## src/include/spi_host_config.svh

```systemverilog
// SPI host sizing: queue depths, counter widths and chip-select count
`ifndef SPI_HOST_CONFIG_SVH
`define SPI_HOST_CONFIG_SVH

`define SPI_NUM_CS 2
// Wide enough to carry out-of-range chip-select indices
`define SPI_CSW 2

`define SPI_CMD_DEPTH 4
`define SPI_TX_DEPTH 8
`define SPI_RX_DEPTH 8
`define SPI_QD_W 4

// Segment length is the byte count minus one
`define SPI_LEN_W 8
`define SPI_CLKDIV_W 8
`define SPI_CS_TIME_W 4

`endif

```

## src/hdl/spi_host_pkg.sv

```systemverilog
// SPI host shared types: transfer direction and shift engine states
package spi_host_pkg;

  typedef enum logic [1:0] {
    DirDummy  = 2'd0,
    DirRdOnly = 2'd1,
    DirWrOnly = 2'd2,
    DirBidir  = 2'd3
  } spi_dir_e;

  typedef enum logic [2:0] {
    StIdle   = 3'd0,
    StLead   = 3'd1,
    StShift  = 3'd2,
    StTrail  = 3'd3,
    StIdleCs = 3'd4
  } core_state_e;

endpackage

```

## src/hdl/spi_host.sv

```systemverilog
// SPI host top: command validation, FIFO error detection and block interconnect
`timescale 1ns/10ps
`include "spi_host_config.svh"

module spi_host (
  input  logic                      clk_i,
  input  logic                      rst_ni,
  input  logic                      spien_i,
  input  logic                      sw_rst_i,
  input  logic                      cmd_valid_i,
  input  logic [`SPI_CSW-1:0]       csid_i,
  input  logic [`SPI_LEN_W-1:0]     cmd_len_i,
  input  spi_host_pkg::spi_dir_e    cmd_dir_i,
  input  logic                      cmd_csaat_i,
  input  logic [`SPI_CLKDIV_W-1:0]  clkdiv_i,
  input  logic [`SPI_CS_TIME_W-1:0] csnlead_i,
  input  logic [`SPI_CS_TIME_W-1:0] csntrail_i,
  input  logic [`SPI_CS_TIME_W-1:0] csnidle_i,
  input  logic                      cpol_i,
  input  logic                      cpha_i,
  input  logic [7:0]                tx_data_i,
  input  logic                      tx_valid_i,
  input  logic                      rx_re_i,
  output logic [7:0]                rx_data_o,
  input  logic [`SPI_QD_W-1:0]      tx_wm_lvl_i,
  input  logic [`SPI_QD_W-1:0]      rx_wm_lvl_i,
  input  logic [4:0]                err_en_i,
  input  logic [5:0]                evt_en_i,
  input  logic                      err_clear_i,
  input  logic                      evt_clear_i,
  output logic                      sck_o,
  output logic [`SPI_NUM_CS-1:0]    csb_o,
  output logic                      sd_o,
  output logic                      sd_en_o,
  input  logic                      sd_i,
  output logic                      ready_o,
  output logic                      active_o,
  output logic [`SPI_QD_W-1:0]      tx_qd_o,
  output logic [`SPI_QD_W-1:0]      rx_qd_o,
  output logic [4:0]                err_status_o,
  output logic                      intr_error_o,
  output logic                      intr_event_o
);

  logic [`SPI_CSW-1:0]       q_csid;
  logic [`SPI_LEN_W-1:0]     q_len;
  spi_host_pkg::spi_dir_e    q_dir;
  logic [`SPI_CLKDIV_W-1:0]  q_clkdiv;
  logic [`SPI_CS_TIME_W-1:0] q_csnlead, q_csntrail, q_csnidle;
  logic q_csaat, q_cpol, q_cpha, q_valid, q_ready;
  logic csid_inval, cmd_inval, cmd_busy, err_busy, overflow, underflow, core_en;
  logic tx_empty, tx_full, rx_empty, rx_full, tx_wm, rx_wm;
  logic tx_pop, rx_push, tx_stall, rx_stall;
  logic [7:0] tx_head, rx_byte;

  assign csid_inval = cmd_valid_i & (csid_i >= `SPI_CSW'(`SPI_NUM_CS));
  assign cmd_inval  = cmd_valid_i & (cmd_dir_i == spi_host_pkg::DirDummy);
  assign overflow   = tx_valid_i & tx_full;
  assign underflow  = rx_re_i & rx_empty;
  assign ready_o    = ~cmd_busy;
  // Any recorded error halts the engine until cleared
  assign core_en    = spien_i & ~(|err_status_o);

  spi_host_cmd_queue i_cmd_queue (
    .clk_i, .rst_ni, .sw_rst_i,
    .cmd_push_i    (cmd_valid_i & ~csid_inval & ~cmd_inval),
    .cmd_csid_i    (csid_i),     .cmd_len_i      (cmd_len_i),  .cmd_dir_i     (cmd_dir_i),
    .cmd_csaat_i   (cmd_csaat_i), .cmd_clkdiv_i  (clkdiv_i),   .cmd_csnlead_i (csnlead_i),
    .cmd_csntrail_i (csntrail_i), .cmd_csnidle_i (csnidle_i),  .cmd_cpol_i    (cpol_i),
    .cmd_cpha_i    (cpha_i),
    .cmd_valid_o   (q_valid),    .cmd_ready_i    (q_ready),
    .cmd_csid_o    (q_csid),     .cmd_len_o      (q_len),      .cmd_dir_o     (q_dir),
    .cmd_csaat_o   (q_csaat),    .cmd_clkdiv_o   (q_clkdiv),   .cmd_csnlead_o (q_csnlead),
    .cmd_csntrail_o (q_csntrail), .cmd_csnidle_o (q_csnidle),  .cmd_cpol_o    (q_cpol),
    .cmd_cpha_o    (q_cpha),
    .busy_o        (cmd_busy),   .err_busy_o     (err_busy)
  );

  spi_host_data_fifos i_data_fifos (
    .clk_i, .rst_ni, .sw_rst_i,
    .tx_push_i  (tx_valid_i & ~overflow), .tx_data_i (tx_data_i),
    .tx_pop_i   (tx_pop),                 .tx_head_o (tx_head),
    .rx_push_i  (rx_push),                .rx_data_i (rx_byte),
    .rx_pop_i   (rx_re_i & ~underflow),   .rx_head_o (rx_data_o),
    .tx_wm_lvl_i, .rx_wm_lvl_i, .tx_qd_o, .rx_qd_o,
    .tx_empty_o (tx_empty), .tx_full_o (tx_full), .rx_empty_o (rx_empty),
    .rx_full_o  (rx_full),  .tx_wm_o   (tx_wm),   .rx_wm_o    (rx_wm)
  );

  spi_host_core i_core (
    .clk_i, .rst_ni, .sw_rst_i,
    .en_i           (core_en),
    .cmd_csid_i     (q_csid),     .cmd_len_i     (q_len),     .cmd_dir_i     (q_dir),
    .cmd_csaat_i    (q_csaat),    .cmd_clkdiv_i  (q_clkdiv),  .cmd_csnlead_i (q_csnlead),
    .cmd_csntrail_i (q_csntrail), .cmd_csnidle_i (q_csnidle), .cmd_cpol_i    (q_cpol),
    .cmd_cpha_i     (q_cpha),     .cmd_valid_i   (q_valid),   .cmd_ready_o   (q_ready),
    .tx_byte_i  (tx_head), .tx_empty_i (tx_empty), .tx_pop_o  (tx_pop),
    .rx_byte_o  (rx_byte), .rx_full_i  (rx_full),  .rx_push_o (rx_push),
    .sck_o, .csb_o, .sd_o, .sd_en_o, .sd_i, .active_o,
    .tx_stall_o (tx_stall), .rx_stall_o (rx_stall)
  );

  // Stalls are level conditions; flag them through the TX/RX event enables
  spi_host_irq i_irq (
    .clk_i, .rst_ni,
    .err_vec_i   ({csid_inval, cmd_inval, underflow, overflow, err_busy}),
    .err_en_i, .err_clear_i,
    .idle_i      (~active_o),
    .ready_i     (~cmd_busy),
    .tx_wm_i     (tx_wm | tx_stall),
    .rx_wm_i     (rx_wm | rx_stall),
    .tx_empty_i  (tx_empty),
    .rx_full_i   (rx_full),
    .evt_en_i, .evt_clear_i,
    .err_status_o, .intr_error_o, .intr_event_o
  );

endmodule

```

## src/hdl/spi_host_cmd_queue.sv

```systemverilog
// SPI command FIFO holding validated commands until the shift engine takes them
`timescale 1ns/10ps
`include "spi_host_config.svh"

module spi_host_cmd_queue (
  input  logic                      clk_i,
  input  logic                      rst_ni,
  input  logic                      sw_rst_i,
  input  logic                      cmd_push_i,
  input  logic [`SPI_CSW-1:0]       cmd_csid_i,
  input  logic [`SPI_LEN_W-1:0]     cmd_len_i,
  input  spi_host_pkg::spi_dir_e    cmd_dir_i,
  input  logic                      cmd_csaat_i,
  input  logic [`SPI_CLKDIV_W-1:0]  cmd_clkdiv_i,
  input  logic [`SPI_CS_TIME_W-1:0] cmd_csnlead_i,
  input  logic [`SPI_CS_TIME_W-1:0] cmd_csntrail_i,
  input  logic [`SPI_CS_TIME_W-1:0] cmd_csnidle_i,
  input  logic                      cmd_cpol_i,
  input  logic                      cmd_cpha_i,
  output logic                      cmd_valid_o,
  input  logic                      cmd_ready_i,
  output logic [`SPI_CSW-1:0]       cmd_csid_o,
  output logic [`SPI_LEN_W-1:0]     cmd_len_o,
  output spi_host_pkg::spi_dir_e    cmd_dir_o,
  output logic                      cmd_csaat_o,
  output logic [`SPI_CLKDIV_W-1:0]  cmd_clkdiv_o,
  output logic [`SPI_CS_TIME_W-1:0] cmd_csnlead_o,
  output logic [`SPI_CS_TIME_W-1:0] cmd_csntrail_o,
  output logic [`SPI_CS_TIME_W-1:0] cmd_csnidle_o,
  output logic                      cmd_cpol_o,
  output logic                      cmd_cpha_o,
  output logic                      busy_o,
  output logic                      err_busy_o
);

  localparam int CmdW = `SPI_CSW + `SPI_LEN_W + 3 + `SPI_CLKDIV_W + 3 * `SPI_CS_TIME_W + 2;
  localparam int PtrW = $clog2(`SPI_CMD_DEPTH);
  localparam int CntW = $clog2(`SPI_CMD_DEPTH + 1);

  logic [CmdW-1:0] mem_q [`SPI_CMD_DEPTH];
  logic [CmdW-1:0] wdata;
  logic [PtrW-1:0] wptr_q, rptr_q;
  logic [CntW-1:0] count_q;
  logic [1:0]      dir_bits;
  logic            push, pop;

  assign busy_o      = (count_q == CntW'(`SPI_CMD_DEPTH));
  assign err_busy_o  = cmd_push_i & busy_o;
  assign push        = cmd_push_i & ~busy_o;
  assign cmd_valid_o = (count_q != '0);
  assign pop         = cmd_valid_o & cmd_ready_i;

  assign wdata = {cmd_csid_i, cmd_len_i, cmd_dir_i, cmd_csaat_i, cmd_clkdiv_i,
                  cmd_csnlead_i, cmd_csntrail_i, cmd_csnidle_i, cmd_cpol_i, cmd_cpha_i};
  assign {cmd_csid_o, cmd_len_o, dir_bits, cmd_csaat_o, cmd_clkdiv_o,
          cmd_csnlead_o, cmd_csntrail_o, cmd_csnidle_o, cmd_cpol_o, cmd_cpha_o} = mem_q[rptr_q];
  assign cmd_dir_o = spi_host_pkg::spi_dir_e'(dir_bits);

  always_ff @(posedge clk_i) begin
    if (push) begin
      mem_q[wptr_q] <= wdata;
    end
  end

  always_ff @(posedge clk_i or negedge rst_ni) begin
    if (!rst_ni) begin
      wptr_q  <= '0;
      rptr_q  <= '0;
      count_q <= '0;
    end else if (sw_rst_i) begin
      wptr_q  <= '0;
      rptr_q  <= '0;
      count_q <= '0;
    end else begin
      if (push) begin
        wptr_q <= (wptr_q == PtrW'(`SPI_CMD_DEPTH - 1)) ? '0 : wptr_q + 1'b1;
      end
      if (pop) begin
        rptr_q <= (rptr_q == PtrW'(`SPI_CMD_DEPTH - 1)) ? '0 : rptr_q + 1'b1;
      end
      if (push && !pop) begin
        count_q <= count_q + 1'b1;
      end else if (pop && !push) begin
        count_q <= count_q - 1'b1;
      end
    end
  end

endmodule

```

## src/hdl/spi_host_core.sv

```systemverilog
// SPI shift engine sequencing chip select, SCK and serial data for each command
`timescale 1ns/10ps
`include "spi_host_config.svh"

module spi_host_core (
  input  logic                      clk_i,
  input  logic                      rst_ni,
  input  logic                      sw_rst_i,
  input  logic                      en_i,
  input  logic [`SPI_CSW-1:0]       cmd_csid_i,
  input  logic [`SPI_LEN_W-1:0]     cmd_len_i,
  input  spi_host_pkg::spi_dir_e    cmd_dir_i,
  input  logic                      cmd_csaat_i,
  input  logic [`SPI_CLKDIV_W-1:0]  cmd_clkdiv_i,
  input  logic [`SPI_CS_TIME_W-1:0] cmd_csnlead_i,
  input  logic [`SPI_CS_TIME_W-1:0] cmd_csntrail_i,
  input  logic [`SPI_CS_TIME_W-1:0] cmd_csnidle_i,
  input  logic                      cmd_cpol_i,
  input  logic                      cmd_cpha_i,
  input  logic                      cmd_valid_i,
  output logic                      cmd_ready_o,
  input  logic [7:0]                tx_byte_i,
  input  logic                      tx_empty_i,
  output logic                      tx_pop_o,
  output logic [7:0]                rx_byte_o,
  input  logic                      rx_full_i,
  output logic                      rx_push_o,
  output logic                      sck_o,
  output logic [`SPI_NUM_CS-1:0]    csb_o,
  output logic                      sd_o,
  output logic                      sd_en_o,
  input  logic                      sd_i,
  output logic                      active_o,
  output logic                      tx_stall_o,
  output logic                      rx_stall_o
);

  spi_host_pkg::core_state_e state_q;

  logic [`SPI_CSW-1:0]       csid_q;
  logic [`SPI_LEN_W-1:0]     len_q, byte_cnt_q;
  logic [`SPI_CLKDIV_W-1:0]  clkdiv_q, div_cnt_q;
  logic [`SPI_CS_TIME_W-1:0] csnlead_q, csntrail_q, csnidle_q, cs_cnt_q, cs_target;
  logic [2:0]                bit_cnt_q;
  logic [7:0]                tx_sr_q, rx_sr_q;
  logic rd_q, wr_q, csaat_q, cpol_q, cpha_q, half_q, loaded_q, sck_q;
  logic tick, cs_done, cs_on, lead_end, byte_end, last_byte, go;
  logic lead_load, edge_en, edge_lead, edge_trail, accept;

  always_comb begin
    case (state_q)
      spi_host_pkg::StLead:  cs_target = csnlead_q;
      spi_host_pkg::StTrail: cs_target = csntrail_q;
      default:               cs_target = csnidle_q;
    endcase
  end

  assign tick      = (div_cnt_q == clkdiv_q);
  assign cs_done   = (cs_cnt_q == cs_target);
  assign last_byte = (byte_cnt_q == len_q);
  assign lead_end  = (state_q == spi_host_pkg::StLead) & tick & cs_done;
  assign byte_end  = (state_q == spi_host_pkg::StShift) & tick & half_q & (bit_cnt_q == 3'd7);

  // Hold SCK when a byte cannot be fetched or stored
  assign tx_stall_o = en_i & ((lead_end & ~loaded_q) |
                              (byte_end & ~last_byte & wr_q & tx_empty_i));
  assign rx_stall_o = en_i & byte_end & rd_q & rx_full_i;
  assign go         = en_i & ~tx_stall_o & ~rx_stall_o;

  // First byte is fetched any time during the lead, ahead of the first edge
  assign lead_load = en_i & (state_q == spi_host_pkg::StLead) & ~loaded_q &
                     (~wr_q | ~tx_empty_i);
  assign edge_en    = go & tick & ((state_q == spi_host_pkg::StShift) | lead_end);
  assign edge_lead  = edge_en & ~half_q;
  assign edge_trail = edge_en & half_q;

  assign tx_pop_o    = wr_q & (lead_load | (go & byte_end & ~last_byte));
  assign rx_push_o   = rd_q & go & byte_end;
  assign rx_byte_o   = cpha_q ? {rx_sr_q[6:0], sd_i} : rx_sr_q;
  assign cmd_ready_o = (en_i & (state_q == spi_host_pkg::StIdle)) |
                       (go & byte_end & last_byte & csaat_q);
  assign accept      = cmd_valid_i & cmd_ready_o;

  assign cs_on    = (state_q == spi_host_pkg::StLead) | (state_q == spi_host_pkg::StShift) |
                    (state_q == spi_host_pkg::StTrail);
  assign active_o = cs_on;
  assign sck_o    = sck_q;
  assign sd_en_o  = wr_q & loaded_q &
                    ((state_q == spi_host_pkg::StLead) | (state_q == spi_host_pkg::StShift));
  assign sd_o     = sd_en_o & tx_sr_q[7];

  always_comb begin
    for (int i = 0; i < `SPI_NUM_CS; i++) begin
      csb_o[i] = ~(cs_on & (csid_q == `SPI_CSW'(i)));
    end
  end

  // MSB first; CPHA picks which edge samples and which one shifts
  always_ff @(posedge clk_i) begin
    if (lead_load || (edge_trail && bit_cnt_q == 3'd7)) begin
      tx_sr_q <= wr_q ? tx_byte_i : 8'h00;
    end else if ((edge_lead && cpha_q && bit_cnt_q != 3'd0) || (edge_trail && !cpha_q)) begin
      tx_sr_q <= {tx_sr_q[6:0], 1'b0};
    end
    if ((edge_lead && !cpha_q) || (edge_trail && cpha_q)) begin
      rx_sr_q <= {rx_sr_q[6:0], sd_i};
    end
  end

  always_ff @(posedge clk_i or negedge rst_ni) begin
    if (!rst_ni) begin
      state_q    <= spi_host_pkg::StIdle;
      div_cnt_q  <= '0;
      cs_cnt_q   <= '0;
      bit_cnt_q  <= '0;
      byte_cnt_q <= '0;
      half_q     <= 1'b0;
      loaded_q   <= 1'b0;
      sck_q      <= 1'b0;
      csid_q     <= '0;
      len_q      <= '0;
      rd_q       <= 1'b0;
      wr_q       <= 1'b0;
      csaat_q    <= 1'b0;
      clkdiv_q   <= '0;
      csnlead_q  <= '0;
      csntrail_q <= '0;
      csnidle_q  <= '0;
      cpol_q     <= 1'b0;
      cpha_q     <= 1'b0;
    end else if (sw_rst_i) begin
      state_q  <= spi_host_pkg::StIdle;
      loaded_q <= 1'b0;
      sck_q    <= cpol_q;
    end else if (accept) begin
      state_q    <= spi_host_pkg::StLead;
      div_cnt_q  <= '0;
      cs_cnt_q   <= '0;
      bit_cnt_q  <= '0;
      byte_cnt_q <= '0;
      half_q     <= 1'b0;
      loaded_q   <= 1'b0;
      sck_q      <= cmd_cpol_i;
      csid_q     <= cmd_csid_i;
      len_q      <= cmd_len_i;
      rd_q       <= (cmd_dir_i == spi_host_pkg::DirRdOnly) | (cmd_dir_i == spi_host_pkg::DirBidir);
      wr_q       <= (cmd_dir_i == spi_host_pkg::DirWrOnly) | (cmd_dir_i == spi_host_pkg::DirBidir);
      csaat_q    <= cmd_csaat_i;
      clkdiv_q   <= cmd_clkdiv_i;
      csnlead_q  <= cmd_csnlead_i;
      csntrail_q <= cmd_csntrail_i;
      csnidle_q  <= cmd_csnidle_i;
      cpol_q     <= cmd_cpol_i;
      cpha_q     <= cmd_cpha_i;
    end else begin
      if (lead_load) begin
        loaded_q <= 1'b1;
      end
      if (go && state_q != spi_host_pkg::StIdle) begin
        if (!tick) begin
          div_cnt_q <= div_cnt_q + 1'b1;
        end else begin
          div_cnt_q <= '0;
          cs_cnt_q  <= cs_done ? '0 : cs_cnt_q + 1'b1;
          case (state_q)
            spi_host_pkg::StLead:   if (cs_done) state_q <= spi_host_pkg::StShift;
            spi_host_pkg::StTrail:  if (cs_done) state_q <= spi_host_pkg::StIdleCs;
            spi_host_pkg::StIdleCs: if (cs_done) state_q <= spi_host_pkg::StIdle;
            default: begin
            end
          endcase
          if (edge_en) begin
            sck_q  <= ~sck_q;
            half_q <= ~half_q;
            if (half_q) begin
              bit_cnt_q <= bit_cnt_q + 1'b1;
              if (bit_cnt_q == 3'd7) begin
                byte_cnt_q <= byte_cnt_q + 1'b1;
                if (last_byte) begin
                  state_q  <= spi_host_pkg::StTrail;
                  cs_cnt_q <= '0;
                end
              end
            end
          end
        end
      end
    end
  end

endmodule

```

## src/hdl/spi_host_data_fifos.sv

```systemverilog
// SPI transmit and receive byte FIFOs with level, empty, full and watermark flags
`timescale 1ns/10ps
`include "spi_host_config.svh"

module spi_host_data_fifos (
  input  logic                 clk_i,
  input  logic                 rst_ni,
  input  logic                 sw_rst_i,
  input  logic                 tx_push_i,
  input  logic [7:0]           tx_data_i,
  input  logic                 tx_pop_i,
  output logic [7:0]           tx_head_o,
  input  logic                 rx_push_i,
  input  logic [7:0]           rx_data_i,
  input  logic                 rx_pop_i,
  output logic [7:0]           rx_head_o,
  input  logic [`SPI_QD_W-1:0] tx_wm_lvl_i,
  input  logic [`SPI_QD_W-1:0] rx_wm_lvl_i,
  output logic [`SPI_QD_W-1:0] tx_qd_o,
  output logic [`SPI_QD_W-1:0] rx_qd_o,
  output logic                 tx_empty_o,
  output logic                 tx_full_o,
  output logic                 rx_empty_o,
  output logic                 rx_full_o,
  output logic                 tx_wm_o,
  output logic                 rx_wm_o
);

  // Index 0 is the TX FIFO, index 1 the RX FIFO
  logic [1:0]                 push, pop, empty, full;
  logic [1:0][7:0]            din, head;
  logic [1:0][`SPI_QD_W-1:0] level;

  assign push = {rx_push_i, tx_push_i};
  assign pop  = {rx_pop_i, tx_pop_i};
  assign din  = {rx_data_i, tx_data_i};

  for (genvar g = 0; g < 2; g++) begin : gen_fifo
    localparam int Depth = (g == 0) ? `SPI_TX_DEPTH : `SPI_RX_DEPTH;
    localparam int PtrW  = $clog2(Depth);

    logic [7:0]           mem_q [Depth];
    logic [PtrW-1:0]      wptr_q, rptr_q;
    logic [`SPI_QD_W-1:0] cnt_q;
    logic                 do_push, do_pop;

    assign empty[g] = (cnt_q == '0);
    assign full[g]  = (cnt_q == `SPI_QD_W'(Depth));
    assign level[g] = cnt_q;
    assign head[g]  = mem_q[rptr_q];
    assign do_push  = push[g] & ~full[g];
    assign do_pop   = pop[g] & ~empty[g];

    always_ff @(posedge clk_i) begin
      if (do_push) begin
        mem_q[wptr_q] <= din[g];
      end
    end

    always_ff @(posedge clk_i or negedge rst_ni) begin
      if (!rst_ni) begin
        wptr_q <= '0;
        rptr_q <= '0;
        cnt_q  <= '0;
      end else if (sw_rst_i) begin
        wptr_q <= '0;
        rptr_q <= '0;
        cnt_q  <= '0;
      end else begin
        if (do_push) begin
          wptr_q <= (wptr_q == PtrW'(Depth - 1)) ? '0 : wptr_q + 1'b1;
        end
        if (do_pop) begin
          rptr_q <= (rptr_q == PtrW'(Depth - 1)) ? '0 : rptr_q + 1'b1;
        end
        cnt_q <= cnt_q + `SPI_QD_W'(do_push) - `SPI_QD_W'(do_pop);
      end
    end
  end

  assign tx_head_o  = head[0];
  assign rx_head_o  = head[1];
  assign tx_qd_o    = level[0];
  assign rx_qd_o    = level[1];
  assign tx_empty_o = empty[0];
  assign rx_empty_o = empty[1];
  assign tx_full_o  = full[0];
  assign rx_full_o  = full[1];

  // TX asks for data below its mark, RX reports at or above its mark
  assign tx_wm_o = (level[0] < tx_wm_lvl_i);
  assign rx_wm_o = (level[1] >= rx_wm_lvl_i);

endmodule

```

## src/hdl/spi_host_irq.sv

```systemverilog
// SPI host sticky error status, event edge detection and the two interrupt lines
`timescale 1ns/10ps

module spi_host_irq (
  input  logic       clk_i,
  input  logic       rst_ni,
  input  logic [4:0] err_vec_i,
  input  logic [4:0] err_en_i,
  input  logic       err_clear_i,
  input  logic       idle_i,
  input  logic       ready_i,
  input  logic       tx_wm_i,
  input  logic       rx_wm_i,
  input  logic       tx_empty_i,
  input  logic       rx_full_i,
  input  logic [5:0] evt_en_i,
  input  logic       evt_clear_i,
  output logic [4:0] err_status_o,
  output logic       intr_error_o,
  output logic       intr_event_o
);

  logic [5:0] cond, cond_q, cond_rise;

  assign cond      = {idle_i, ready_i, tx_wm_i, rx_wm_i, tx_empty_i, rx_full_i};
  assign cond_rise = cond & ~cond_q;

  always_ff @(posedge clk_i or negedge rst_ni) begin
    if (!rst_ni) begin
      cond_q       <= '0;
      err_status_o <= '0;
      intr_error_o <= 1'b0;
      intr_event_o <= 1'b0;
    end else begin
      cond_q <= cond;
      // Errors landing on a clear cycle are still kept
      err_status_o <= (err_clear_i ? 5'b0 : err_status_o) | err_vec_i;
      intr_error_o <= (intr_error_o & ~err_clear_i) | (|(err_vec_i & err_en_i));
      intr_event_o <= (intr_event_o & ~evt_clear_i) | (|(cond_rise & evt_en_i));
    end
  end

endmodule

```

## config.mk

```make
export PLATFORM = sky130hd
export DESIGN_NAME = spi_host
export DESIGN_NICKNAME = d
export VERILOG_FILES = /design/src/hdl/spi_host_pkg.sv /design/src/hdl/spi_host.sv /design/src/hdl/spi_host_cmd_queue.sv /design/src/hdl/spi_host_core.sv /design/src/hdl/spi_host_data_fifos.sv /design/src/hdl/spi_host_irq.sv
export VERILOG_INCLUDE_DIRS = /design/src /design/src/include
export SDC_FILE = /design/constraint.sdc
export NUM_CORES = 1
export LEC_CHECK = 0
export BUFFER_PORTS_ARGS = -buffer_cell sky130_fd_sc_hd__buf_2
export CAP_MARGIN = 10
export CORE_ASPECT_RATIO = 0.9
export CORE_MARGIN = 1.5
export CORE_UTILIZATION = 43
export CTS_CLUSTER_DIAMETER = 50
export CTS_CLUSTER_SIZE = 20
export DETAILED_ROUTE_END_ITERATION = 6
export GPL_ROUTABILITY_DRIVEN = 0
export PLACE_DENSITY = 0.58
export SLEW_MARGIN = 20
export SYNTH_ARGS = -nofsm -noshare
export SYNTH_HDL_FRONTEND = slang
export SYNTH_SLANG_ARGS = --single-unit
export TNS_END_PERCENT = 30
```

## constraint.sdc

```tcl
create_clock -name clk_i -period 7.5 [get_ports clk_i]
set_input_delay 1.5 -clock clk_i [delete_from_list [all_inputs] [get_ports clk_i]]
set_output_delay 1.5 -clock clk_i [all_outputs]
set_load 0.1 [all_outputs]
```

After elaboration in Yosys (flattened, before gate mapping)

Memory sizes are Yosys's and may differ from the RTL's.
Cells that the tools add are included.

Memories: 3
Output and inout bits: 30
Memory bits (writable): 268
Input port bits: 72
Logic and storage cells: 303
Flip-flop bits (word level): 120

Memory list:

| name                           | words | bits a word | read ports | clocked after memory_dff | wr ports | RTL line                  | text |
|---|---|---|---|---|---|---|---|
| i_cmd_queue.mem_q              | 4     | 35          | 1          | 0                        | 1        | spi_host_cmd_queue.sv:40  | `` logic [CmdW-1:0] mem_q [`SPI_CMD_DEPTH]; `` |
| i_data_fifos.gen_fifo[0].mem_q | 8     | 8           | 1          | 0                        | 1        | spi_host_data_fifos.sv:42 | `logic [7:0] mem_q [Depth];` |
| i_data_fifos.gen_fifo[1].mem_q | 8     | 8           | 1          | 0                        | 1        | spi_host_data_fifos.sv:42 |  |

Order comparisons: 3
Reduce and logical (&&, ||, !) cells: 51
Mux-type cells: 81
Eq/ne operators: 21
Bitwise operators: 94
Add/sub/neg operators: 16

Operator list:

| operator                                                      | number |
|---|---|
| 8-bit 2-to-1 mux                                              | 13 |
| 3-bit 2-to-1 mux                                              | 31 |
| 1-bit AND                                                     | 53 |
| 4-bit 2-to-1 mux                                              | 10 |
| 2-bit nonzero test                                            | 12 |
| 3-bit nonzero test                                            | 8 |
| 1-bit inverter                                                | 23 |
| 3-bit == test, second input constant                          | 7 |
| 3-bit by 1-bit adder with 3-bit output, second input constant | 6 |
| 1-bit 2-to-1 mux                                              | 18 |
| 8-bit by 1-bit adder with 8-bit output, second input constant | 2 |
| 8-bit == test                                                 | 2 |
| 1-bit bitwise OR                                              | 13 |
| 6-bit AND                                                     | 2 |
| 2-bit 2-to-1 mux                                              | 6 |
| 5-bit OR reduction                                            | 2 |
| 1-bit logical AND                                             | 9 |
| 3-bit one-hot mux with 3 select lines                         | 1 |
| 4-bit by 1-bit adder with 4-bit output                        | 2 |
| 2-bit == test, second input constant                          | 4 |
| 4-bit == test, second input constant                          | 2 |
| 4-bit logical NOT                                             | 2 |
| 4-bit one-hot mux with 2 select lines                         | 1 |
| 4-bit by 1-bit subtractor with 4-bit output                   | 2 |
| other kinds (24)                                              | 35 |

Longest topological paths before layout

Gate-level depths: netlist (run 1).

Depth after elaboration: 21
Depth in mapped cells: 15
Depth with buffers taken out: 15

By module

A second synthesis (run 1) with hierarchy kept.

Cells, all modules: 1047
Area total of the unflattened synthesis: 17066.4 µm²

Modules (own cells, without submodules):

| module              | cells each | sequential area each (µm²) | instances | area each (µm²) |
|---|---|---|---|---|
| spi_host_data_fifos | 360        | 4344.2                     | 1         | 6459.9 |
| spi_host_cmd_queue  | 246        | 4379.2                     | 1         | 5656.7 |
| spi_host_core       | 393        | 2082.0                     | 1         | 4403.0 |
| spi_host_irq        | 34         | 325.3                      | 1         | 457.9 |
| spi_host            | 14         | 0.0                        | 1         | 88.8 |

Worst setup path before layout (run 1)

Ideal clock, no wire load.

Path kind: reg-to-output
Start point: reg i_core.state_q[1]
End point: out sd_o
Stages on the path, launching flop included: 6
Buffers on the path: 2
Arrival time: 3.857 ns
Slack: 2.143 ns
Required time: 6.000 ns
Cells stage by stage: dfrtp_1 -> buf_2 -> buf_2 -> xnor2_1 -> nor3_1 -> and2_1

Word-level cells in the longest chain between the ends: 4
Elaborated cells between the ends (all ways): 5
Those cells by class: eq/ne (2); bitwise (3)

RTL lines:

| element                                                                                                     | RTL line             | text |
|---|---|---|
| start, declared                                                                                             | spi_host_core.sv:38  | `spi_host_pkg::core_state_e state_q;` |
| start signal, assigned                                                                                      | spi_host_core.sv:112 | `state_q <= spi_host_pkg::StIdle;` |
| start signal, assigned                                                                                      | spi_host_core.sv:132 | `state_q <= spi_host_pkg::StIdle;` |
| start signal, assigned                                                                                      | spi_host_core.sv:136 | `state_q <= spi_host_pkg::StLead;` |
| 3-bit by 1-bit == test with 1-bit output / 3-bit by 2-bit == test with 1-bit output (equally long branches) | spi_host_core.sv:89  | `((state_q == spi_host_pkg::StLead) \| (state_q == spi_host_pkg::StShift));` |
| 1-bit bitwise OR *                                                                                          | spi_host_core.sv:89  |  |
| 1-bit AND *                                                                                                 | spi_host_core.sv:88  | `assign sd_en_o = wr_q & loaded_q &` |
| net sd_en_o                                                                                                 | spi_host.sv:34       | `output logic sd_en_o,` |
| 1-bit AND *                                                                                                 | spi_host_core.sv:90  | `assign sd_o = sd_en_o & tx_sr_q[7];` |
| end, declared                                                                                               | spi_host.sv:33       | `output logic sd_o,` |

The timed path passes the listed nets; every way through them passes the cells marked *.

Final worst setup path (run 1)

Start point: reg i_core.state_q[1]
End point: out sd_o

Word-level cells in the longest chain between the ends: 4
Elaborated cells between the ends (all ways): 5
Those cells by class: eq/ne (2); bitwise (3)

RTL lines:

| element                                                                                                     | RTL line |
|---|---|
| 3-bit by 1-bit == test with 1-bit output / 3-bit by 2-bit == test with 1-bit output (equally long branches) | spi_host_core.sv:89 |
| 1-bit bitwise OR *                                                                                          | spi_host_core.sv:89 |
| 1-bit AND *                                                                                                 | spi_host_core.sv:88 |
| 1-bit AND *                                                                                                 | spi_host_core.sv:90 |

Every way passes the cells marked *; elsewhere a longest branch is shown, timed or not.

==> run_results.csv, run 1 <==
group,metric,value,unit
route,dr.max_layer_used,"met5",
setup_path,start_kind,"flop",
outcome,outcome,"complete, no violations",
yosys,postSynthAreaPerCell,15.1,um^2
route,drc,0,
yosys,yosys.area.top_type_share,51.5,%
route,viasPerCell,5.38,
setup_path,crit_start,"i_core.state_q[1]",
route,drt_iter0_markers,578,
clock_tree,cts_buffers,36,
clock_tree,cts_buffer_depth,3,
sta,period_minus_slack,4.02,ns
sta,setup_violations,0,
worst_hold_path,min_from,"i_core.csnlead_q[2]",
sta,fin_worst_skew,0.0274,ns
yosys,synth_area,16500,um^2
setup_path,path_class,"reg -> out",
setup_path,crit_fanout,16,
global_routing,grt_pass1_wl,53800,um
power_and_ir_drop,vdd.ir_drop.worst,0.175,mV
sta,tightest_slew,1.07,ns
die,start_util,44.1,%
global_routing,grt_start_max_net_pins,58,
sta,finalCritPeriodShare,53.6,%
yosys,synth_edf_count,284,
placed_design,place_hpwl,22400,um
clock_tree,cts_hold_buf,0,
worst_hold_path,hold_class,"reg -> reg",
clock_tree,htreeDepth,2,
setup_path,reg2regPathDepth,6,
clock_tree,cts-root-buf,"clkbuf_16",
die,fp.dieW,210,um
layout,syn2layout_area_growth,14.5,%
yosys,async_flop_share,26.8,%
sta,rsz0062_at_grt,"no",
yosys,syn_inst,1099,
die,ioPinCount,102,
clock_tree,cts-resized-gates,0,
setup_path,critPathArrivalTime,2.52,ns
die,core-area,37600,um^2
sta,timing.max_slew.rel_slack,28.5,%
layout,nNetsFinal,1322,
yosys,synth_commonest_cells,"edfxtp_1, nand2_1, dfrtp_1, mux4_2",
yosys,syn-num-nets,1212,
placed_design,portBuffers,101,
route,met1_length,16500,um
route,wl_per_cell,19.8,um
sta,tns,0,ns
global_routing,grt_pass1_vias,9338,
route,ant_nets,0,
layout,drive_gt1_share,23.4,%
clock_tree,clock_latency,0.54,ns
die,rows,67,
layout,diodes,0,
yosys,ys.flop_type,"edfxtp_1",
die,die_area,39700,um^2
global_routing,overflow,0,
setup_path,setup.worst_path.end,"sd_o",
route,dr.pass1.iters,5,
clock_tree,clkTransAtPathRegs,0.07,ns
setup_path,critical_path_required,6.00,ns
global_routing,antenna_found_initial,1,
yosys,ys_ff_latch,388,
layout,finalNonFillerCells,1719,
placed_design,dp.cells,1654,
route,vias,9252,
yosys,synth_cell_types,67,
sta,fmax,249,MHz
setup_path,cp-end-kind,"primary output",
route,routed_wirelength,34000,um
setup_path,r2r_slack,3.89,ns
die,die-height,189,um
yosys,yosys_warnings,0,
power_and_ir_drop,power.density,310,nW/um^2
power_and_ir_drop,leakagePower,0.00702,uW
route,met2_length,15300,um
global_routing,grt_use_total,17.7,%
sta,slew_violations,0,
route,wl_met3,1520,um
power_and_ir_drop,p_total,5870,uW
sta,hold_viol_final,0,
clock_tree,cts_sinks,388,
yosys,yosysMostFrequentCell,"edfxtp_1",
clock_tree,cts_tree,"done",
yosys,synthTopCellsByArea,"edfxtp_1, dfrtp_1, mux4_2",
clock_tree,cts_setup_buffers,0,
setup_path,timing.rr.start,"i_core.state_q[1]",
setup_path,r2r_end,"i_core.tx_sr_q[5]",
yosys,yosys.area.top_type,"edfxtp_1",
yosys,ys_seq_area_share,67.3,%
job,max_cap_violations,0,
sequential cells by signal, indices dropped and copies added, names as in the netlist, 4 cells and up:
name                          count
i_cmd_queue.mem_q               140
i_data_fifos.gen_fifo.mem_q     128
i_core.byte_cnt_q                 8
i_core.clkdiv_q                   8
i_core.div_cnt_q                  8
i_core.len_q                      8
i_core.rx_sr_q                    8
i_core.tx_sr_q                    8
i_data_fifos.gen_fifo.rptr_q      6
i_data_fifos.gen_fifo.wptr_q      6
i_irq.cond_q                      6
i_irq.err_status_o                5
i_core.cs_cnt_q                   4
i_core.csnidle_q                  4
i_core.csnlead_q                  4
i_core.csntrail_q                 4
i_data_fifos.rx_qd_o              4
i_data_fifos.tx_qd_o              4
logic make-up (layout without fill, tap and decap cells):
family	count (synthesis)	in the layout	synth area share (%)
AOI/OAI and AO/OA	117	117	4.60
xor gates and xnor gates	34	34	1.80
adders and majority gates	41	41	3.24
buffers and inverters	84	221	1.93
DFF	388	388	67.3
muxes	105	105	11.6
and+or+nand+nor	330	330	9.57
report_power, final:
part	switching, uW	total, uW	internal, uW
Clock	855	1950	1090
Sequential	188	2710	2520
Combinational	805	1220	413
Total	1850	5870	4020
routing by layer:
| layer | GRT usage (%) | vias up |
|---|---|---|
| li1 | - | 4357 |
| met1 | 26.0 | 4650 |
| met2 | 27.3 | 192 |
| met3 | 3.20 | 51 |
| met4 | 4.51 | 2 |
| met5 | 0 | - |
layout by cell type (no fill, tap or decap), drive strengths merged, types with 4 or more instances in the layout:
cell type  count
a21o           6
a21oi         22
a31oi          4
and2          12
and3           7
buf          111
clkbuf        43
clkinv         8
dfrtp        104
edfxtp       284
ha            38
inv           53
mux2          26
mux2i         12
mux4          67
nand2        166
nand2b        13
nand3         12
nand3b         4
nand4         11
nor2          45
nor2b          9
nor3          16
nor3b          8
nor4           6
o211ai         5
o21ai         42
o31ai          9
or3            7
or4            5
xnor2         20
xor2          14
metrics by stage:
stage	hold WS, ns	utilization (%)	cell area [um^2]	setup slack [ns]
6_report	0.468	50.4	18900	3.48
4_1_cts	0.475	50.4	18900	3.10
3_5_place_dp	0.458	46.9	17600	2.78
3_3_place_gp	0.450	46.9	17600	2.87
2_1_floorplan	0.438	-	16500	2.14
5_1_grt	0.498	50.4	18900	3.34
area by class of cell:
cell class | instances | area (um^2)
sequential | 388 | 11100
tap | 483 | 604
timing repair buffer | 111 | 583
inverter | 45 | 169
fill | 3198 | 18600
multi-input combinational | 627 | 5160
clock buffer | 43 | 991
clock inverter | 22 | 299
worst min-delay path by stage:
stage                               end  slack, ns  cells after the start
finish              i_core.csnlead_q[2]       0.47                      2
global route          i_core.rx_sr_q[1]       0.50                      0
CTS                 i_core.csnlead_q[2]       0.48                      2
detailed placement    i_core.rx_sr_q[3]       0.46                      0
global placement    i_core.csnlead_q[1]       0.45                      2
floorplan           i_core.csnlead_q[0]       0.44                      2
critical path, cell delays in order (launching register included):
cell,delay [ns]
dfrtp_1,0.75
xnor2_1,0.15
nor3_1,0.46
and2_1,0.20
buf_2,0.42
(Power assumes the default switching activity.)
==> inputs of run 2 (changes only) <==
Clock period 7.5 ns to 3.7 ns, I/O delays scaled along.
==> run 2 against run 1 <==
Against the previous run: sequential share of layout area decreased by 1.3 points; via count increased by 0.92%; register-to-register slack got worse by 3.4 ns; sequential power increased by 100%; non-clock buffer count increased by 26; die area unchanged; combinational power increased by 100%; final cell count increased by 2.1%; largest cell class unchanged; total power increased by 110%; utilization increased by 1.1 points.
==> run_results.csv, run 2 (synthesized netlist as in run 1, its figures left out) <==
group,metric,value,unit
clock_tree,cts_buffers,41,
sta,hold_viol_final,0,
sta,fmax,304,MHz
worst_hold_path,hold_class,"in -> async",
layout,multiInputGateArea,5160,um^2
global_routing,grt_pass1_vias,9598,
sta,tightest_slew,0.901,ns
clock_tree,cts_buffer_depth,3,
clock_tree,cts_hold_buf,0,
route,ant_nets,0,
outcome,outcome,"complete, no violations",
power_and_ir_drop,power.density,633,nW/um^2
sta,finalCritPeriodShare,88.9,%
placed_design,portBuffers,101,
route,viasPerCell,5.32,
layout,layout_common_cells,"edfxtp_1, nand2_1, dfrtp_1",
die,ioPinCount,102,
layout,largest_register_ff_count,140,
placed_design,place_ws,0.353,ns
sta,slew_violations,0,
layout,nNetsFinal,1353,
global_routing,grt_pass1_wl,54400,um
setup_path,cp-end-kind,"primary output",
global_routing,met1_usage,25.4,%
power_and_ir_drop,leakagePower,0.00725,uW
sta,setup_violations,0,
layout,diodes,0,
die,die-height,189,um
die,core-area,37600,um^2
power_and_ir_drop,vdd.ir_drop.worst,0.345,mV
layout,top_register,"i_cmd_queue.mem_q",
clock_tree,cts_sinks,388,
sta,tns,0,ns
layout,syn2layout_area_growth,17.0,%
layout,regArea,11100,um^2
clock_tree,cts-root-buf,"clkbuf_16",
layout,mostFrequentLayoutCell,"edfxtp_1",
clock_tree,cts-resized-gates,0,
sta,fin_worst_skew,0.0130,ns
route,wl_per_cell,19.6,um
sta,timing.max_slew.rel_slack,39.6,%
placed_design,place_hpwl,23000,um
die,fp.dieW,210,um
layout,drive_gt1_share,25.2,%
job,max_cap_violations,0,
route,vias,9337,
layout,fillCellCount,3170,
placed_design,dpl-instance-area,17900,um^2
clock_tree,clkTransAtPathRegs,0.07,ns
sta,layout_setup_ws,0.412,ns
die,die_area,39700,um^2
setup_path,critical_path_required,2.96,ns
global_routing,grt_start_max_net_pins,56,
route,drt_iter0_markers,548,
layout,top_regs,"i_cmd_queue.mem_q x140, i_data_fifos.gen_fifo.mem_q x128",
global_routing,grt_use_total,17.9,%
sta,period_minus_slack,3.29,ns
layout,fin_area,19400,um^2
global_routing,overflow,0,
setup_path,critPathArrivalTime,2.55,ns
die,start_util,44.1,%
global_routing,use_met2,28.5,%
setup_path,start_kind,"flop",
global_routing,grtUsageMet3,2.95,%
die,rows,67,
route,dr.pass1.iters,5,
clock_tree,htreeDepth,2,
global_routing,antenna_found_initial,1,
sta,rsz0062_at_grt,"no",
route,routed_wirelength,34300,um
global_routing,busiest_layer,"met2",
clock_tree,cts_tree,"done",
setup_path,path_class,"reg -> out",
route,drc,0,
clock_tree,cts_setup_buffers,0,
setup_path,crit_fanout,11,
clock_tree,clock_latency,0.54,ns
[run 2: area by class of cell]
class                           count  area share (%)
Clock buffer                       44            5.58
Timing Repair Buffer              137            4.41
Inverter                           45           0.873
Tap cell                          483            3.12
Clock inverter                     31            1.87
Sequential cell                   388            57.5
Multi-Input combinational cell    627            26.6
[run 2: stage by stage]
step / total power (uW) / hold slack [ns] / utilization (%) / cells
after global routing: 12900 / 0.309 / 51.5 / 1755
final: 12300 / 0.255 / 51.5 / 1755
after detailed placement: 8100 / 0.453 / 47.7 / 1680
after floorplan: 7380 / 0.438 / - / 1099
after global placement: 8070 / 0.454 / 47.7 / 1680
after CTS: 12400 / 0.284 / 51.5 / 1755
[run 2: where the power goes]
part           internal (uW)  switching [uW]  leakage (uW)  total, uW
clock                   2420            1850      0.000692       4280
sequential              5100             381       0.00392       5490
combinational            877            1620       0.00263       2500
total                   8400            3850       0.00725      12300
[run 2: critical path: stages, from the launching register on]
cell,delay [ns]
dfrtp_1,0.67
buf_12,0.23
mux4_2,0.51
mux2_2,0.30
buf_2,0.30
[run 2: path summary, 6_finish.rpt]
kind	from	to	slack [ns]	depth (start not counted)
worst max-delay path	i_data_fifos.gen_fifo[1].rptr_q[0]	rx_data_o[4]	0.41	4
worst min-delay path	rst_ni	i_core.clkdiv_q[1]	0.25	1
worst max register to register	i_core.div_cnt_q[5]	i_core.byte_cnt_q[5]	0.49	8
worst min register to register	i_core.csnlead_q[2]	i_core.csnlead_q[2]	0.47	2
max in group asynchronous	rst_ni	i_core.byte_cnt_q[6]	2.57	2
min in group clk_i	sd_i	i_core.rx_sr_q[0]	0.40	1
[run 2: routing by layer]
layer / vias to the layer above / wire, um
met1: 4665 / 16100
met3: 49 / 1610
met2: 204 / 15800
li1: 4419 / -
met5: - / 0
met4: 0 / 763
==> inputs of run 3 (changes only) <==
Settings changed: PLACE_DENSITY 0.58 to unset.
==> run 3 against run 2 <==
Against the previous run: utilization fell by 0.63 points; register-to-register slack barely moved; via count rose by 0.82%; clock power fell by 12%.
==> run_results.csv, run 3 (synthesized netlist as in run 1, its figures left out) <==
group,metric,value,unit
outcome,outcome,"complete, no violations",
sta,hold_viol_final,0,
route,vias,9414,
clock_tree,clock_latency,0.54,ns
route,wl_per_cell,19.6,um
setup_path,crit_start,"i_data_fifos.gen_fifo[1].rptr_q[0]",
setup_path,reg2regPathDepth,8,
power_and_ir_drop,vdd.ir_drop.worst,0.413,mV
clock_tree,cts-root-buf,"clkbuf_16",
sta,fmax,310,MHz
route,dr.pass1.iters,4,
clock_tree,cts_setup_buffers,0,
power_and_ir_drop,pwr-share-comb,21.5,%
clock_tree,clkTransAtPathRegs,0.08,ns
layout,finalNonFillerCells,1746,
placed_design,dp.cells,1683,
global_routing,grt_start_max_net_pins,55,
route,routed_wirelength,34300,um
worst_hold_path,hold_class,"in -> async",
die,core-area,37600,um^2
route,viasPerCell,5.39,
sta,fin_worst_skew,0.0207,ns
power_and_ir_drop,p_int,8000,uW
layout,drive_gt1_share,24.7,%
setup_path,r2r_slack,0.49,ns
layout,layout_common_cells,"edfxtp_1, nand2_1, dfrtp_1",
setup_path,setup.worst_path.end,"rx_data_o[6]",
setup_path,critPathArrivalTime,2.48,ns
setup_path,crit_fanout,13,
clock_tree,cts-resized-gates,0,
setup_path,timing.rr.start,"i_core.div_cnt_q[3]",
sta,period_minus_slack,3.22,ns
die,die_area,39700,um^2
layout,fin_area,19100,um^2
power_and_ir_drop,power.share.sequential,46.3,%
power_and_ir_drop,power.density,615,nW/um^2
layout,top_regs,"i_cmd_queue.mem_q x140, i_data_fifos.gen_fifo.mem_q x128",
sta,rsz0062_at_grt,"no",
layout,final_core_util,50.9,%
power_and_ir_drop,p_switching,3770,uW
clock_tree,cts_buffer_depth,3,
sta,timing.max_slew.rel_slack,37.2,%
setup_path,start_kind,"flop",
layout,nNetsFinal,1350,
die,start_util,44.1,%
job,max_cap_violations,0,
clock_tree,cts_sinks,388,
route,drc,0,
global_routing,grt_pass1_vias,9412,
global_routing,grt_use_total,17.9,%
setup_path,path_class,"reg -> out",
global_routing,overflow,0,
layout,top_register,"i_cmd_queue.mem_q",
clock_tree,cts_buffers,35,
setup_path,r2r_end,"i_core.byte_cnt_q[5]",
setup_path,cp-end-kind,"primary output",
sta,setup_violations,0,
layout,largest_register_ff_count,140,
power_and_ir_drop,pwr-share-clk,32.1,%
clock_tree,cts_tree,"done",
layout,syn2layout_area_growth,15.5,%
clock_tree,htreeDepth,2,
power_and_ir_drop,leakagePower,0.00716,uW
sta,slew_violations,0,
clock_tree,cts_hold_buf,0,
route,drt_iter0_markers,728,
setup_path,critical_path_required,2.96,ns
sta,tns,0,ns
sta,tightest_slew,0.939,ns
layout,mostFrequentLayoutCell,"edfxtp_1",
die,die-height,189,um
die,ioPinCount,102,
global_routing,grt_pass1_wl,54300,um
die,rows,67,
power_and_ir_drop,swShare,32.0,%
global_routing,antenna_found_initial,2,
sta,finalCritPeriodShare,87.1,%
die,fp.dieW,210,um
placed_design,portBuffers,101,
placed_design,place_hpwl,23100,um
route,ant_nets,0,
placed_design,dpl-instance-area,17900,um^2
-- run 3: changes by cell type in the layout (fill, tap and decap cells not counted), moves of 2 or more --
cell	change
inv_6	-6
buf_4	+5
clkbuf_1	+2
clkbuf_16	-6
clkinv_1	-5
bufinv_16	-2
inv_8	+5
clkinvlp_4	-2
buf_12	-2
-- run 3: critical path, stage by stage (launching register included) --
cell and delay (ns):
dfrtp_1 0.63, buf_12 0.22, mux4_2 0.50, mux2_2 0.29, buf_2 0.29
-- run 3: layout make-up --
| class | count | area (um^2) |
|---|---|---|
| diodes | 1 | 2.50 |
| clock buffers | 41 | 951 |
| clock inverters | 21 | 260 |
| fillers | 3175 | 18400 |
| inverters | 45 | 169 |
| multi-input cells | 627 | 5150 |
| flip-flops and latches | 388 | 11100 |
| well taps | 483 | 604 |
| repair buffers | 140 | 851 |
-- run 3: power groups by stage --
stage / logic, uW / registers [uW] / clock network, uW
final: 2530 / 5450 / 3780
after global routing: 2800 / 5510 / 4040
after CTS: 2550 / 5460 / 3880
after detailed placement: 2540 / 5550 / 0
after global placement: 2510 / 5540 / 0
after floorplan: 1580 / 5800 / 0
-- run 3: worst min-delay path by stage --
stage                             end  slack [ns]  cells past startpoint
3_5_place_dp            i_core.cpol_q        0.46                      2
5_1_grt           i_core.div_cnt_q[0]        0.28                      1
3_3_place_gp            i_core.cpol_q        0.45                      2
2_1_floorplan  i_cmd_queue.count_q[0]        0.44                      0
6_report          i_core.div_cnt_q[0]        0.24                      1
4_1_cts           i_core.div_cnt_q[1]        0.25                      1
-- run 3: per-stage QoR --
stage	total power (uW)	setup WS (ns)	hold slack (ns)
3_3_place_gp	8050	0.396	0.450
3_5_place_dp	8090	0.324	0.457
4_1_cts	11900	0.412	0.253
2_1_floorplan	7380	0.0287	0.438
6_report	11800	0.479	0.243
5_1_grt	12400	0.303	0.284
-- run 3: layer usage --
layer,vias up,track usage [%],share of wire (%),wire [um]
met2,222,27.5,45,15500
li1,4425,-,-,-
met3,43,3.05,4.7,1620
met5,-,0,0,0
met4,0,4.87,1.8,628
met1,4724,26.4,48,16500
